**src/include/zynq_bridge_settings.svh**
```systemverilog
`ifndef ZYNQ_BRIDGE_SETTINGS_SVH
`define ZYNQ_BRIDGE_SETTINGS_SVH

// data and register word width
`define ZB_DATA_W 32

// core-side address width
`define ZB_ADDR_W 32

// the host window drops the top two address bits
`define ZB_HOST_ADDR_W 30

// host-written control registers and the readback index space
`define ZB_NUM_CTRL_REGS 3
`define ZB_CSR_IDX_W 3

// register 0 bit 0 is the core reset, low true
`define ZB_REG_RESET 0
`define ZB_REG_DRAM_VALID 1
`define ZB_REG_DRAM_BASE 2

// profiler words follow the control registers, lowest bitmap word first
`define ZB_REG_PROF0 3

// each profiler bit covers one 8 MB region of DRAM
`define ZB_PROF_REGIONS 128
`define ZB_PROF_REGION_W $clog2(`ZB_PROF_REGIONS)
`define ZB_PROF_REGION_LSB 23

// core I/O below this address belongs to the host
`define ZB_IO_SPLIT_ADDR 32'h0020_0000

// core DRAM starts at 0x8000_0000
`define ZB_DRAM_BASE_BIT 31

`endif
```
**src/rtl/zynq_bridge_pkg.sv**
```systemverilog
`include "zynq_bridge_settings.svh"

package zynq_bridge_pkg;

   // request arriving through the host window
   typedef struct packed
   {
      logic [`ZB_HOST_ADDR_W-1:0] addr;
      logic                       write;
      logic [`ZB_DATA_W-1:0]      data;
   } host_req_t;

   // request in the core's own address space
   typedef struct packed
   {
      logic [`ZB_ADDR_W-1:0] addr;
      logic                  write;
      logic [`ZB_DATA_W-1:0] data;
   } core_req_t;

   // the remap works on the whole word while the profiler only
   // looks at which 8 MB region the address falls into
   typedef union packed
   {
      logic [`ZB_ADDR_W-1:0] word;
      struct packed
      {
         logic [`ZB_ADDR_W-`ZB_PROF_REGION_LSB-`ZB_PROF_REGION_W-1:0] top;
         logic [`ZB_PROF_REGION_W-1:0]                                region;
         logic [`ZB_PROF_REGION_LSB-1:0]                              offset;
      } f;
   } dram_addr_u;

   typedef struct packed
   {
      dram_addr_u addr;
      logic       write;
   } dram_req_t;

endpackage

```
**src/rtl/zynq_bridge_top.sv**
```systemverilog
`timescale 1ns/100ps

`include "zynq_bridge_settings.svh"

module zynq_bridge_top
   import zynq_bridge_pkg::*;
   (input  logic                      clk_i
   , input  logic                     reset_i

   // host register bank
   , input  logic                     csr_wr_i
   , input  logic                     csr_rd_i
   , input  logic [`ZB_CSR_IDX_W-1:0] csr_idx_i
   , input  logic [`ZB_DATA_W-1:0]    csr_wdata_i
   , output logic [`ZB_DATA_W-1:0]    csr_rdata_o
   , output logic                     csr_rvalid_o
   , output logic                     core_reset_o

   // host window into the core
   , input  host_req_t                host_req_i
   , input  logic                     host_v_i
   , output core_req_t                core_req_o
   , output logic                     core_v_o

   // core DRAM requests toward the host memory
   , input  dram_req_t                dram_req_i
   , input  logic                     dram_v_i
   , output logic [`ZB_ADDR_W-1:0]    mem_addr_o
   , output logic                     mem_write_o
   , output logic                     mem_v_o

   // core outbound I/O
   , input  core_req_t                io_req_i
   , input  logic                     io_v_i
   , output core_req_t                host_msg_o
   , output logic                     host_msg_v_o
   , output core_req_t                periph_req_o
   , output logic                     periph_v_o
   );

   logic [`ZB_DATA_W-1:0]       dram_base;
   logic [`ZB_PROF_REGIONS-1:0] prof_bits;

   host_csr_bank u_csr
      (.clk_i        (clk_i)
      ,.reset_i      (reset_i)
      ,.csr_wr_i     (csr_wr_i)
      ,.csr_rd_i     (csr_rd_i)
      ,.csr_idx_i    (csr_idx_i)
      ,.csr_wdata_i  (csr_wdata_i)
      ,.prof_bits_i  (prof_bits)
      ,.csr_rdata_o  (csr_rdata_o)
      ,.csr_rvalid_o (csr_rvalid_o)
      ,.dram_base_o  (dram_base)
      ,.core_reset_o (core_reset_o)
      );

   host_window_xlate u_xlate
      (.clk_i      (clk_i)
      ,.reset_i    (reset_i)
      ,.host_req_i (host_req_i)
      ,.host_v_i   (host_v_i)
      ,.core_req_o (core_req_o)
      ,.core_v_o   (core_v_o)
      );

   dram_remap u_remap
      (.clk_i       (clk_i)
      ,.reset_i     (reset_i)
      ,.dram_req_i  (dram_req_i)
      ,.dram_v_i    (dram_v_i)
      ,.dram_base_i (dram_base)
      ,.mem_addr_o  (mem_addr_o)
      ,.mem_write_o (mem_write_o)
      ,.mem_v_o     (mem_v_o)
      );

   // the profiler follows the core reset and not the system reset
   mem_profiler u_prof
      (.clk_i        (clk_i)
      ,.core_reset_i (core_reset_o)
      ,.dram_req_i   (dram_req_i)
      ,.dram_v_i     (dram_v_i)
      ,.prof_bits_o  (prof_bits)
      );

   core_io_router u_router
      (.clk_i        (clk_i)
      ,.reset_i      (reset_i)
      ,.io_req_i     (io_req_i)
      ,.io_v_i       (io_v_i)
      ,.host_msg_o   (host_msg_o)
      ,.host_msg_v_o (host_msg_v_o)
      ,.periph_req_o (periph_req_o)
      ,.periph_v_o   (periph_v_o)
      );

endmodule

```
**src/rtl/core_io_router.sv**
```systemverilog
`timescale 1ns/100ps

`include "zynq_bridge_settings.svh"

module core_io_router
   import zynq_bridge_pkg::*;
   (input  logic       clk_i
   , input  logic      reset_i
   , input  core_req_t io_req_i
   , input  logic      io_v_i
   , output core_req_t host_msg_o
   , output logic      host_msg_v_o
   , output core_req_t periph_req_o
   , output logic      periph_v_o
   );

   logic to_host;

   // the low addresses are the host message space of the core
   assign to_host = io_req_i.addr < `ZB_IO_SPLIT_ADDR;

   always_ff @(posedge clk_i)
   begin
      if (reset_i)
      begin
         host_msg_v_o <= 1'b0;
         periph_v_o   <= 1'b0;
      end
      else
      begin
         host_msg_v_o <= io_v_i & to_host;
         periph_v_o   <= io_v_i & ~to_host;
      end
   end

   // each side holds its last request until a new one is steered to it
   always_ff @(posedge clk_i)
   begin
      if (io_v_i && to_host)
         host_msg_o <= io_req_i;
      if (io_v_i && !to_host)
         periph_req_o <= io_req_i;
   end

endmodule

```
**src/rtl/mem_profiler.sv**
```systemverilog
`timescale 1ns/100ps

`include "zynq_bridge_settings.svh"

module mem_profiler
   import zynq_bridge_pkg::*;
   (input  logic                         clk_i
   , input  logic                        core_reset_i
   , input  dram_req_t                   dram_req_i
   , input  logic                        dram_v_i
   , output logic [`ZB_PROF_REGIONS-1:0] prof_bits_o
   );

   // shows the host how much DRAM a program touches with one bit per region
   logic [`ZB_PROF_REGIONS-1:0] set_vec;
   logic [`ZB_PROF_REGIONS-1:0] bits_r;

   always_comb
   begin
      set_vec = '0;
      set_vec[dram_req_i.addr.f.region] = dram_v_i;
   end

   // the map starts over with every new run of the core
   always_ff @(posedge clk_i)
   begin
      if (core_reset_i)
      begin
         bits_r <= '0;
      end
      else
      begin
         bits_r <= bits_r | set_vec;
      end
   end

   assign prof_bits_o = bits_r;

endmodule

```
**src/rtl/dram_remap.sv**
```systemverilog
`timescale 1ns/100ps

`include "zynq_bridge_settings.svh"

module dram_remap
   import zynq_bridge_pkg::*;
   (input  logic                   clk_i
   , input  logic                  reset_i
   , input  dram_req_t             dram_req_i
   , input  logic                  dram_v_i
   , input  logic [`ZB_DATA_W-1:0] dram_base_i
   , output logic [`ZB_ADDR_W-1:0] mem_addr_o
   , output logic                  mem_write_o
   , output logic                  mem_v_o
   );

   localparam logic [`ZB_ADDR_W-1:0] base_flip_lp = `ZB_ADDR_W'(1) << `ZB_DRAM_BASE_BIT;

   logic [`ZB_ADDR_W-1:0] offset;
   logic [`ZB_ADDR_W-1:0] remapped;

   // core DRAM starts at the base bit, so flipping it leaves the offset
   // into DRAM, which is then placed inside the block the host allocated
   assign offset   = dram_req_i.addr.word ^ base_flip_lp;
   assign remapped = offset + dram_base_i;

   always_ff @(posedge clk_i)
   begin
      if (reset_i)
      begin
         mem_v_o <= 1'b0;
      end
      else
      begin
         mem_v_o <= dram_v_i;
      end
   end

   always_ff @(posedge clk_i)
   begin
      if (dram_v_i)
      begin
         mem_addr_o  <= remapped;
         mem_write_o <= dram_req_i.write;
      end
   end

endmodule

```
**src/rtl/host_window_xlate.sv**
```systemverilog
`timescale 1ns/100ps

`include "zynq_bridge_settings.svh"

module host_window_xlate
   import zynq_bridge_pkg::*;
   (input  logic       clk_i
   , input  logic      reset_i
   , input  host_req_t host_req_i
   , input  logic      host_v_i
   , output core_req_t core_req_o
   , output logic      core_v_o
   );

   core_req_t core_req_n;

   // window at host 0x0000_0000 lands on core DRAM at 0x8000_0000, and the
   // window at host 0x2000_0000 lands on core local space at 0x0000_0000
   always_comb
   begin
      core_req_n.addr  = {~host_req_i.addr[`ZB_HOST_ADDR_W-1], 3'b000, host_req_i.addr[27:0]};
      core_req_n.write = host_req_i.write;
      core_req_n.data  = host_req_i.data;
   end

   always_ff @(posedge clk_i)
   begin
      if (reset_i)
         core_v_o <= 1'b0;
      else
         core_v_o <= host_v_i;
   end

   always_ff @(posedge clk_i)
   begin
      if (host_v_i)
         core_req_o <= core_req_n;
   end

endmodule

```
**src/rtl/host_csr_bank.sv**
```systemverilog
`timescale 1ns/100ps

`include "zynq_bridge_settings.svh"

module host_csr_bank
   (input  logic                         clk_i
   , input  logic                        reset_i
   , input  logic                        csr_wr_i
   , input  logic                        csr_rd_i
   , input  logic [`ZB_CSR_IDX_W-1:0]    csr_idx_i
   , input  logic [`ZB_DATA_W-1:0]       csr_wdata_i
   , input  logic [`ZB_PROF_REGIONS-1:0] prof_bits_i
   , output logic [`ZB_DATA_W-1:0]       csr_rdata_o
   , output logic                        csr_rvalid_o
   , output logic [`ZB_DATA_W-1:0]       dram_base_o
   , output logic                        core_reset_o
   );

   logic [`ZB_NUM_CTRL_REGS-1:0][`ZB_DATA_W-1:0] ctrl_r;
   logic [`ZB_DATA_W-1:0]                        rdata_n;

   always_ff @(posedge clk_i)
   begin
      if (reset_i)
      begin
         ctrl_r <= '0;
      end
      else
      begin
         for (int i = 0; i < `ZB_NUM_CTRL_REGS; i++)
         begin
            // writes to the read-only profiler indices fall through here
            if (csr_wr_i && csr_idx_i == i[`ZB_CSR_IDX_W-1:0])
            begin
               ctrl_r[i] <= csr_wdata_i;
            end
         end
      end
   end

   // the core is held in reset until the host releases it, so a new
   // program can be loaded without reloading the bitstream
   assign core_reset_o = reset_i | ~ctrl_r[`ZB_REG_RESET][0];
   assign dram_base_o  = ctrl_r[`ZB_REG_DRAM_BASE];

   always_comb
   begin
      case (csr_idx_i)
         `ZB_REG_RESET:        rdata_n = ctrl_r[`ZB_REG_RESET];
         `ZB_REG_DRAM_VALID:   rdata_n = ctrl_r[`ZB_REG_DRAM_VALID];
         `ZB_REG_DRAM_BASE:    rdata_n = ctrl_r[`ZB_REG_DRAM_BASE];
         `ZB_REG_PROF0:        rdata_n = prof_bits_i[31:0];
         `ZB_REG_PROF0 + 1:    rdata_n = prof_bits_i[63:32];
         `ZB_REG_PROF0 + 2:    rdata_n = prof_bits_i[95:64];
         `ZB_REG_PROF0 + 3:    rdata_n = prof_bits_i[127:96];
         default:              rdata_n = '0;
      endcase
   end

   always_ff @(posedge clk_i)
   begin
      if (reset_i)
      begin
         csr_rvalid_o <= 1'b0;
      end
      else
      begin
         csr_rvalid_o <= csr_rd_i;
      end
   end

   always_ff @(posedge clk_i)
   begin
      if (csr_rd_i)
      begin
         csr_rdata_o <= rdata_n;
      end
   end

endmodule

```
**config.mk**
```make
export PLATFORM = sky130hd
export DESIGN_NAME = zynq_bridge_top
export DESIGN_NICKNAME = d
export VERILOG_FILES = /design/src/rtl/zynq_bridge_pkg.sv /design/src/rtl/zynq_bridge_top.sv /design/src/rtl/core_io_router.sv /design/src/rtl/mem_profiler.sv /design/src/rtl/dram_remap.sv /design/src/rtl/host_window_xlate.sv /design/src/rtl/host_csr_bank.sv
export VERILOG_INCLUDE_DIRS = /design/src /design/src/include
export SDC_FILE = /design/constraint.sdc
export NUM_CORES = 1
export LEC_CHECK = 0
export ABC_AREA = 1
export ABC_CLOCK_PERIOD_IN_PS = 3130
export BUFFER_PORTS_ARGS = -buffer_cell sky130_fd_sc_hd__buf_2
export CORE_MARGIN = 3
export CORE_UTILIZATION = 50
export DETAILED_ROUTE_END_ITERATION = 7
export HOLD_SLACK_MARGIN = 0.03
export PLACE_DENSITY_LB_ADDON = 0.3
export SYNTH_ARGS = -nofsm -noshare
export SYNTH_HDL_FRONTEND = slang
export SYNTH_HIERARCHICAL = 1
export SYNTH_SLANG_ARGS = --single-unit
export TNS_END_PERCENT = 100
```
**constraint.sdc**
```tcl
create_clock -name clk_i -period 3.13 [get_ports clk_i]
set_input_delay 0.4695 -clock clk_i [delete_from_list [all_inputs] [get_ports clk_i]]
set_output_delay 0.4695 -clock clk_i [all_outputs]
set_load 0.01 [all_outputs]
```
[Word level (Yosys, flattened, before mapping)]
Index checks and enable logic that the tools add are counted.
Cells by class
  add/subtract/negate cells: 1
  $lt $le $gt $ge: 3
  bitwise logic cells: 9
  equality and inequality tests: 6
  reductions and logical operators: 8
  multiplexer cells: 3
Operators by type and width (number)
  32-bit case mux with 7 select lines: 1
  128-bit AND: 1
  128-bit bitwise OR: 1
  32-bit adder: 1
  32-bit by 22-bit less-than comparator with 1-bit output, second input constant: 1
  3-bit == test, second input constant: 3
  7-bit by 8-bit less-than comparator with 1-bit output, second input constant: 1
  1-bit demux with 7-bit select: 1
  7-bit by 1-bit >= comparator with 1-bit output, second input constant: 1
  3-bit by 2-bit == test with 1-bit output, second input constant: 2
  1-bit logical AND: 6
  1-bit inverter: 4
  3-bit by 1-bit == test with 1-bit output, second input constant: 1
  3-bit logical NOT: 1
  1-bit AND: 2
  1-bit logical NOT: 1
  1-bit two-way mux: 1
  1-bit bitwise OR: 1
Word-level totals
  flip-flop bits (word level): 486
  output and inout bits: 266

[Logic depth before layout (Yosys ltp)]
  word-level depth: 6
  gate-level depth with buffers: 13
  mapped depth without buffers: 12

[By module]
Netlist, hierarchy kept.
By module, submodules not included
  host_csr_bank: times used 1, cells an instance 1116, area an instance 7478.4 um^2
  mem_profiler: times used 1, cells an instance 571, area an instance 4558.1 um^2
  core_io_router: times used 1, cells an instance 149, area an instance 4021.4 um^2
  dram_remap: times used 1, cells an instance 530, area an instance 3344.5 um^2
  host_window_xlate: times used 1, cells an instance 70, area an instance 1921.8 um^2

[Worst setup path after synthesis]
OpenSTA, ideal clock, no wires.
  path type: input-to-reg
  start: in io_req_i[55] (netlist name)
  end: reg, netlist name u_router/host_msg_o[0]
  library setup time: 0.419 ns
  path buffers: 0
  setup slack: 0.613 ns
  required time: 2.711 ns
  stages on the path: 5
  arrival time: 2.098 ns
  path through: nor2_1 nand2_1 nor2_2 nand3_2 inv_1
On the way
  longest elaborated chain between the ends: 2
RTL lines
  start: declaration: RTL line zynq_bridge_top.sv:33  | , input core_req_t io_req_i
  32-bit by 22-bit less-than comparator with 1-bit output (no source line)
  1-bit logical AND: RTL line core_io_router.sv:39  | if (io_v_i && to_host)
Every way passes these cells.
A chain may end at the register's enable or synchronous reset.

[Worst setup path in the final report]
  start: reg u_csr.ctrl_r, in the netlist u_csr/dram_base_o[0]
  end: reg u_remap.mem_addr_o[20] (data pin)
On the way
  longest elaborated chain between the ends: 1
RTL lines
  start: declaration: RTL line host_csr_bank.sv:19  | logic [`ZB_NUM_CTRL_REGS-1:0][`ZB_DATA_W-1:0] ctrl_r;
  start signal: indexed assignment: RTL line host_csr_bank.sv:35  | ctrl_r[i] <= csr_wdata_i;
  32-bit adder: RTL line dram_remap.sv:25  | assign remapped = offset + dram_base_i;
  net u_remap.remapped[20]: RTL line dram_remap.sv:20  | logic [`ZB_ADDR_W-1:0] remapped;
  end signal: assignment: RTL line dram_remap.sv:43  | mem_addr_o <= remapped;
  end: declaration: RTL line dram_remap.sv:12  | , output logic [`ZB_ADDR_W-1:0] mem_addr_o
The timed path passes the listed nets, and every way through them passes these cells.

==> flow_metrics.env <==
export IMPL_ys_ff_latch=486
export IMPL_synth_top_cell_area_share_pct=36.2
export IMPL_final_common_cell="nand2_1"
export IMPL_syn_to_final_growth_pct=22.2
export IMPL_first_pass_iters=6
export IMPL_max_slew_margin_pct=27.0
export IMPL_grt_max_degree=97
export IMPL_drt_iter0_drc=1970
export IMPL_finClkSkew_ns=0.0269
export IMPL_core_area_um2=42000
export IMPL_hp_class="in -> reg"
export IMPL_required_ns=3.46
export IMPL_synth_area_leader_cell="edfxtp_1"
export IMPL_ant_nets=0
export IMPL_cts_htree_levels=2
export IMPL_gp_congestion=0.950
export IMPL_cp_max_fo=4
export IMPL_yosys_warnings=6
export IMPL_status="finished, final reports clean"
export IMPL_drv_cap=0
export IMPL_fin_nets=3115
export IMPL_grt_use_total_pct=31.0
export IMPL_cts_max_path_buffers=3
export IMPL_cts_buffers_inserted=51
export IMPL_io_pins=469
export IMPL_synth_avg_cell_area_um2=8.75
export IMPL_fillers=3577
export IMPL_clk_latency_ns=0.61
export IMPL_cts_hold_repair_buffers=53
export IMPL_routed_via_density=5.39
export IMPL_first_global_vias=17386
export IMPL_wl_per_cell_um=20.8
export IMPL_wl_um=72300
export IMPL_period_share_pct=70.0
export IMPL_placed_area_um2=23800
export IMPL_peakVddDrop_v=0.000466
export IMPL_seq_area_frac_synth_pct=57.7
export IMPL_dp_hpwl_um=51800
export IMPL_postCtsSetupRepairBufs=0
export IMPL_start_kind="register"
export IMPL_crit_buf_inv=0
export IMPL_fin_crit_ns=2.19
export IMPL_setup_tns_ns=0
export IMPL_initial_core_util_pct=50.7
export IMPL_tritoncts="yes"
export IMPL_critPathKind="reg -> reg"
export IMPL_yosysUniqueCellTypes=29
export IMPL_crit_slowest_cell="fa_1"
export IMPL_rows=75
export IMPL_drc=0
export IMPL_clkTransAtPathRegs_ns=0.06
export IMPL_setup_viol=0
export IMPL_mostFrequentLayoutCells="nand2_1 (591), buf_2 (464), inv_1 (309)"
export IMPL_drive_above_1_share_pct=21.6
export IMPL_synthCells=2436
export IMPL_die_area_um2=45200
export IMPL_grt_pass1_wl_um=106000
export IMPL_crit_chain="ha_1 -> fa_1 -> nand3_1 -> nand3_1 -> nand2_1 -> nand2_2 -> nand2_1 -> nand2_2 -> nand2_1 -> nand2_1 -> nand2_1 -> nand2_1"
export IMPL_worst_slew_pin_slew_ns=1.10
export IMPL_rsz0062_at_grt="no"
export IMPL_vias=18724
export IMPL_hold_violations=0
export IMPL_cts_resized_gates=0
export IMPL_final_max_slew_viol_count=0
export IMPL_syn_cell_area_um2=21300
export IMPL_yosys_top_cells_area="edfxtp_1 (36%), dfxtp_1 (21%), nand2_1 (10%), nand4_1 (5.7%), inv_1 (5.5%)"
export IMPL_grt_overflow_total=0
export IMPL_p_leak_nw=11.3
export IMPL_clock_fmax_mhz=457
export IMPL_crit_family="simple AND/OR/NAND/NOR gates"
export IMPL_die_w_um=213
export IMPL_cp_arrival_ns=2.52
export IMPL_clock_sinks=486
export IMPL_fin_area_um2=26100
export IMPL_cts_root_buf="clkbuf_16"
export IMPL_crit_top_cell="nand2_1"
export IMPL_io_buffers=464
export IMPL_antenna_found_initial=17
export IMPL_cpPeakStageDelay_ns=0.46
export IMPL_pwr_density_cell_nw_per_um2=556
export IMPL_die_h_um=213
export IMPL_endpoint_kind="register"
layout make-up:
type,instances,area [um^2],area share [%]
Clock buffer,69,1490,5.71
Multi-Input combinational cell,1474,6970,26.8
Antenna cell,11,27.5,0.106
Sequential cell,486,12300,47.2
Timing Repair Buffer,552,3180,12.2
Tap cell,539,674,2.59
Clock inverter,26,228,0.874
Inverter,315,1180,4.55
cell families after synthesis:
family,count (synthesis),share of synthesized area [%]
AO/OA/AOI/OAI,183,4.54
XOR/XNOR,16,0.657
adder cells (fa/ha/maj),32,1.91
buffers and inverters,478,9.70
flip-flops,486,57.7
other,1,0.0176
AND/OR/NAND/NOR,1240,25.5
synthesized netlist by cell type:
cell / count
nand2_1: 592
inv_1: 312
nor2_1: 297
edfxtp_1: 257
dfxtp_1: 229
nand4_1: 195
a21oi_1: 168
nand3_1: 124
buf_2: 64
buf_4: 36
clkbuf_1: 32
ha_1: 31
buf_1: 23
xor2_1: 15
a21oi_2: 12
nor2_4: 10
buf_6: 8
nand2_2: 7
nor2_2: 5
nor3_1: 5
inv_2: 3
nand3_2: 3
o21bai_1: 2
a21o_1: 1
and2_1: 1
conb_1: 1
fa_1: 1
or2_1: 1
xnor2_1: 1
report_power, final:
part           internal (mW)  switching [mW]  total, mW
clock                   3.52            2.56       6.08
sequential              6.96           0.103       7.07
combinational          0.436           0.902       1.34
total                   10.9            3.57       14.5
routing by layer:
metal  global-route usage (%)  up-vias  share of wire, %
met5                        0        -                 0
met4                     12.4        0               3.5
met3                     5.24      114               7.9
met2                     49.6      900                47
met1                     42.4     8874                42
li1                         -     8836                 -
state kept, by name (all words and copies together) (netlist names):
register	cells
u_csr/csr_rdata_o	32
u_csr/csr_rvalid_o	1
u_csr/ctrl_r	64
u_csr/dram_base_o	32
u_prof/prof_bits_o	128
u_remap/mem_addr_o	32
u_remap/mem_v_o	1
u_remap/mem_write_o	1
u_router/host_msg_o	65
u_router/host_msg_v_o	1
u_router/periph_req_o	65
u_router/periph_v_o	1
u_xlate/core_req_o	62
u_xlate/core_v_o	1
path summary, 6_finish.rpt:
kind,depth (start not counted),slack (ns),from,to
worst max register to register,12,0.94,u_csr/dram_base_o[0],u_remap/mem_addr_o[20]
worst max-delay path,12,0.94,u_csr/dram_base_o[0],u_remap/mem_addr_o[20]
worst min register to register,2,0.45,u_prof/prof_bits_o[79],u_prof/prof_bits_o[79]
worst min-delay path,1,0.06,io_req_i[31],u_router/periph_req_o[31]
stage by stage:
stage | setup WS [ns] | std cells | hold slack [ns] | util, % | power (mW)
floorplan | 0.613 | 2438 | 0.430 | - | 7.82
global placement | 0.764 | 3313 | 0.436 | 56.6 | 8.44
detailed placement | 0.747 | 3313 | 0.440 | 56.6 | 8.46
CTS | 0.933 | 3461 | 0.0302 | 61.9 | 14.6
global route | 0.773 | 3470 | 0.0386 | 62.0 | 15.0
finish | 0.941 | 3472 | 0.0563 | 62.0 | 14.5
Note: power is estimated with default switching activity, not from simulation.
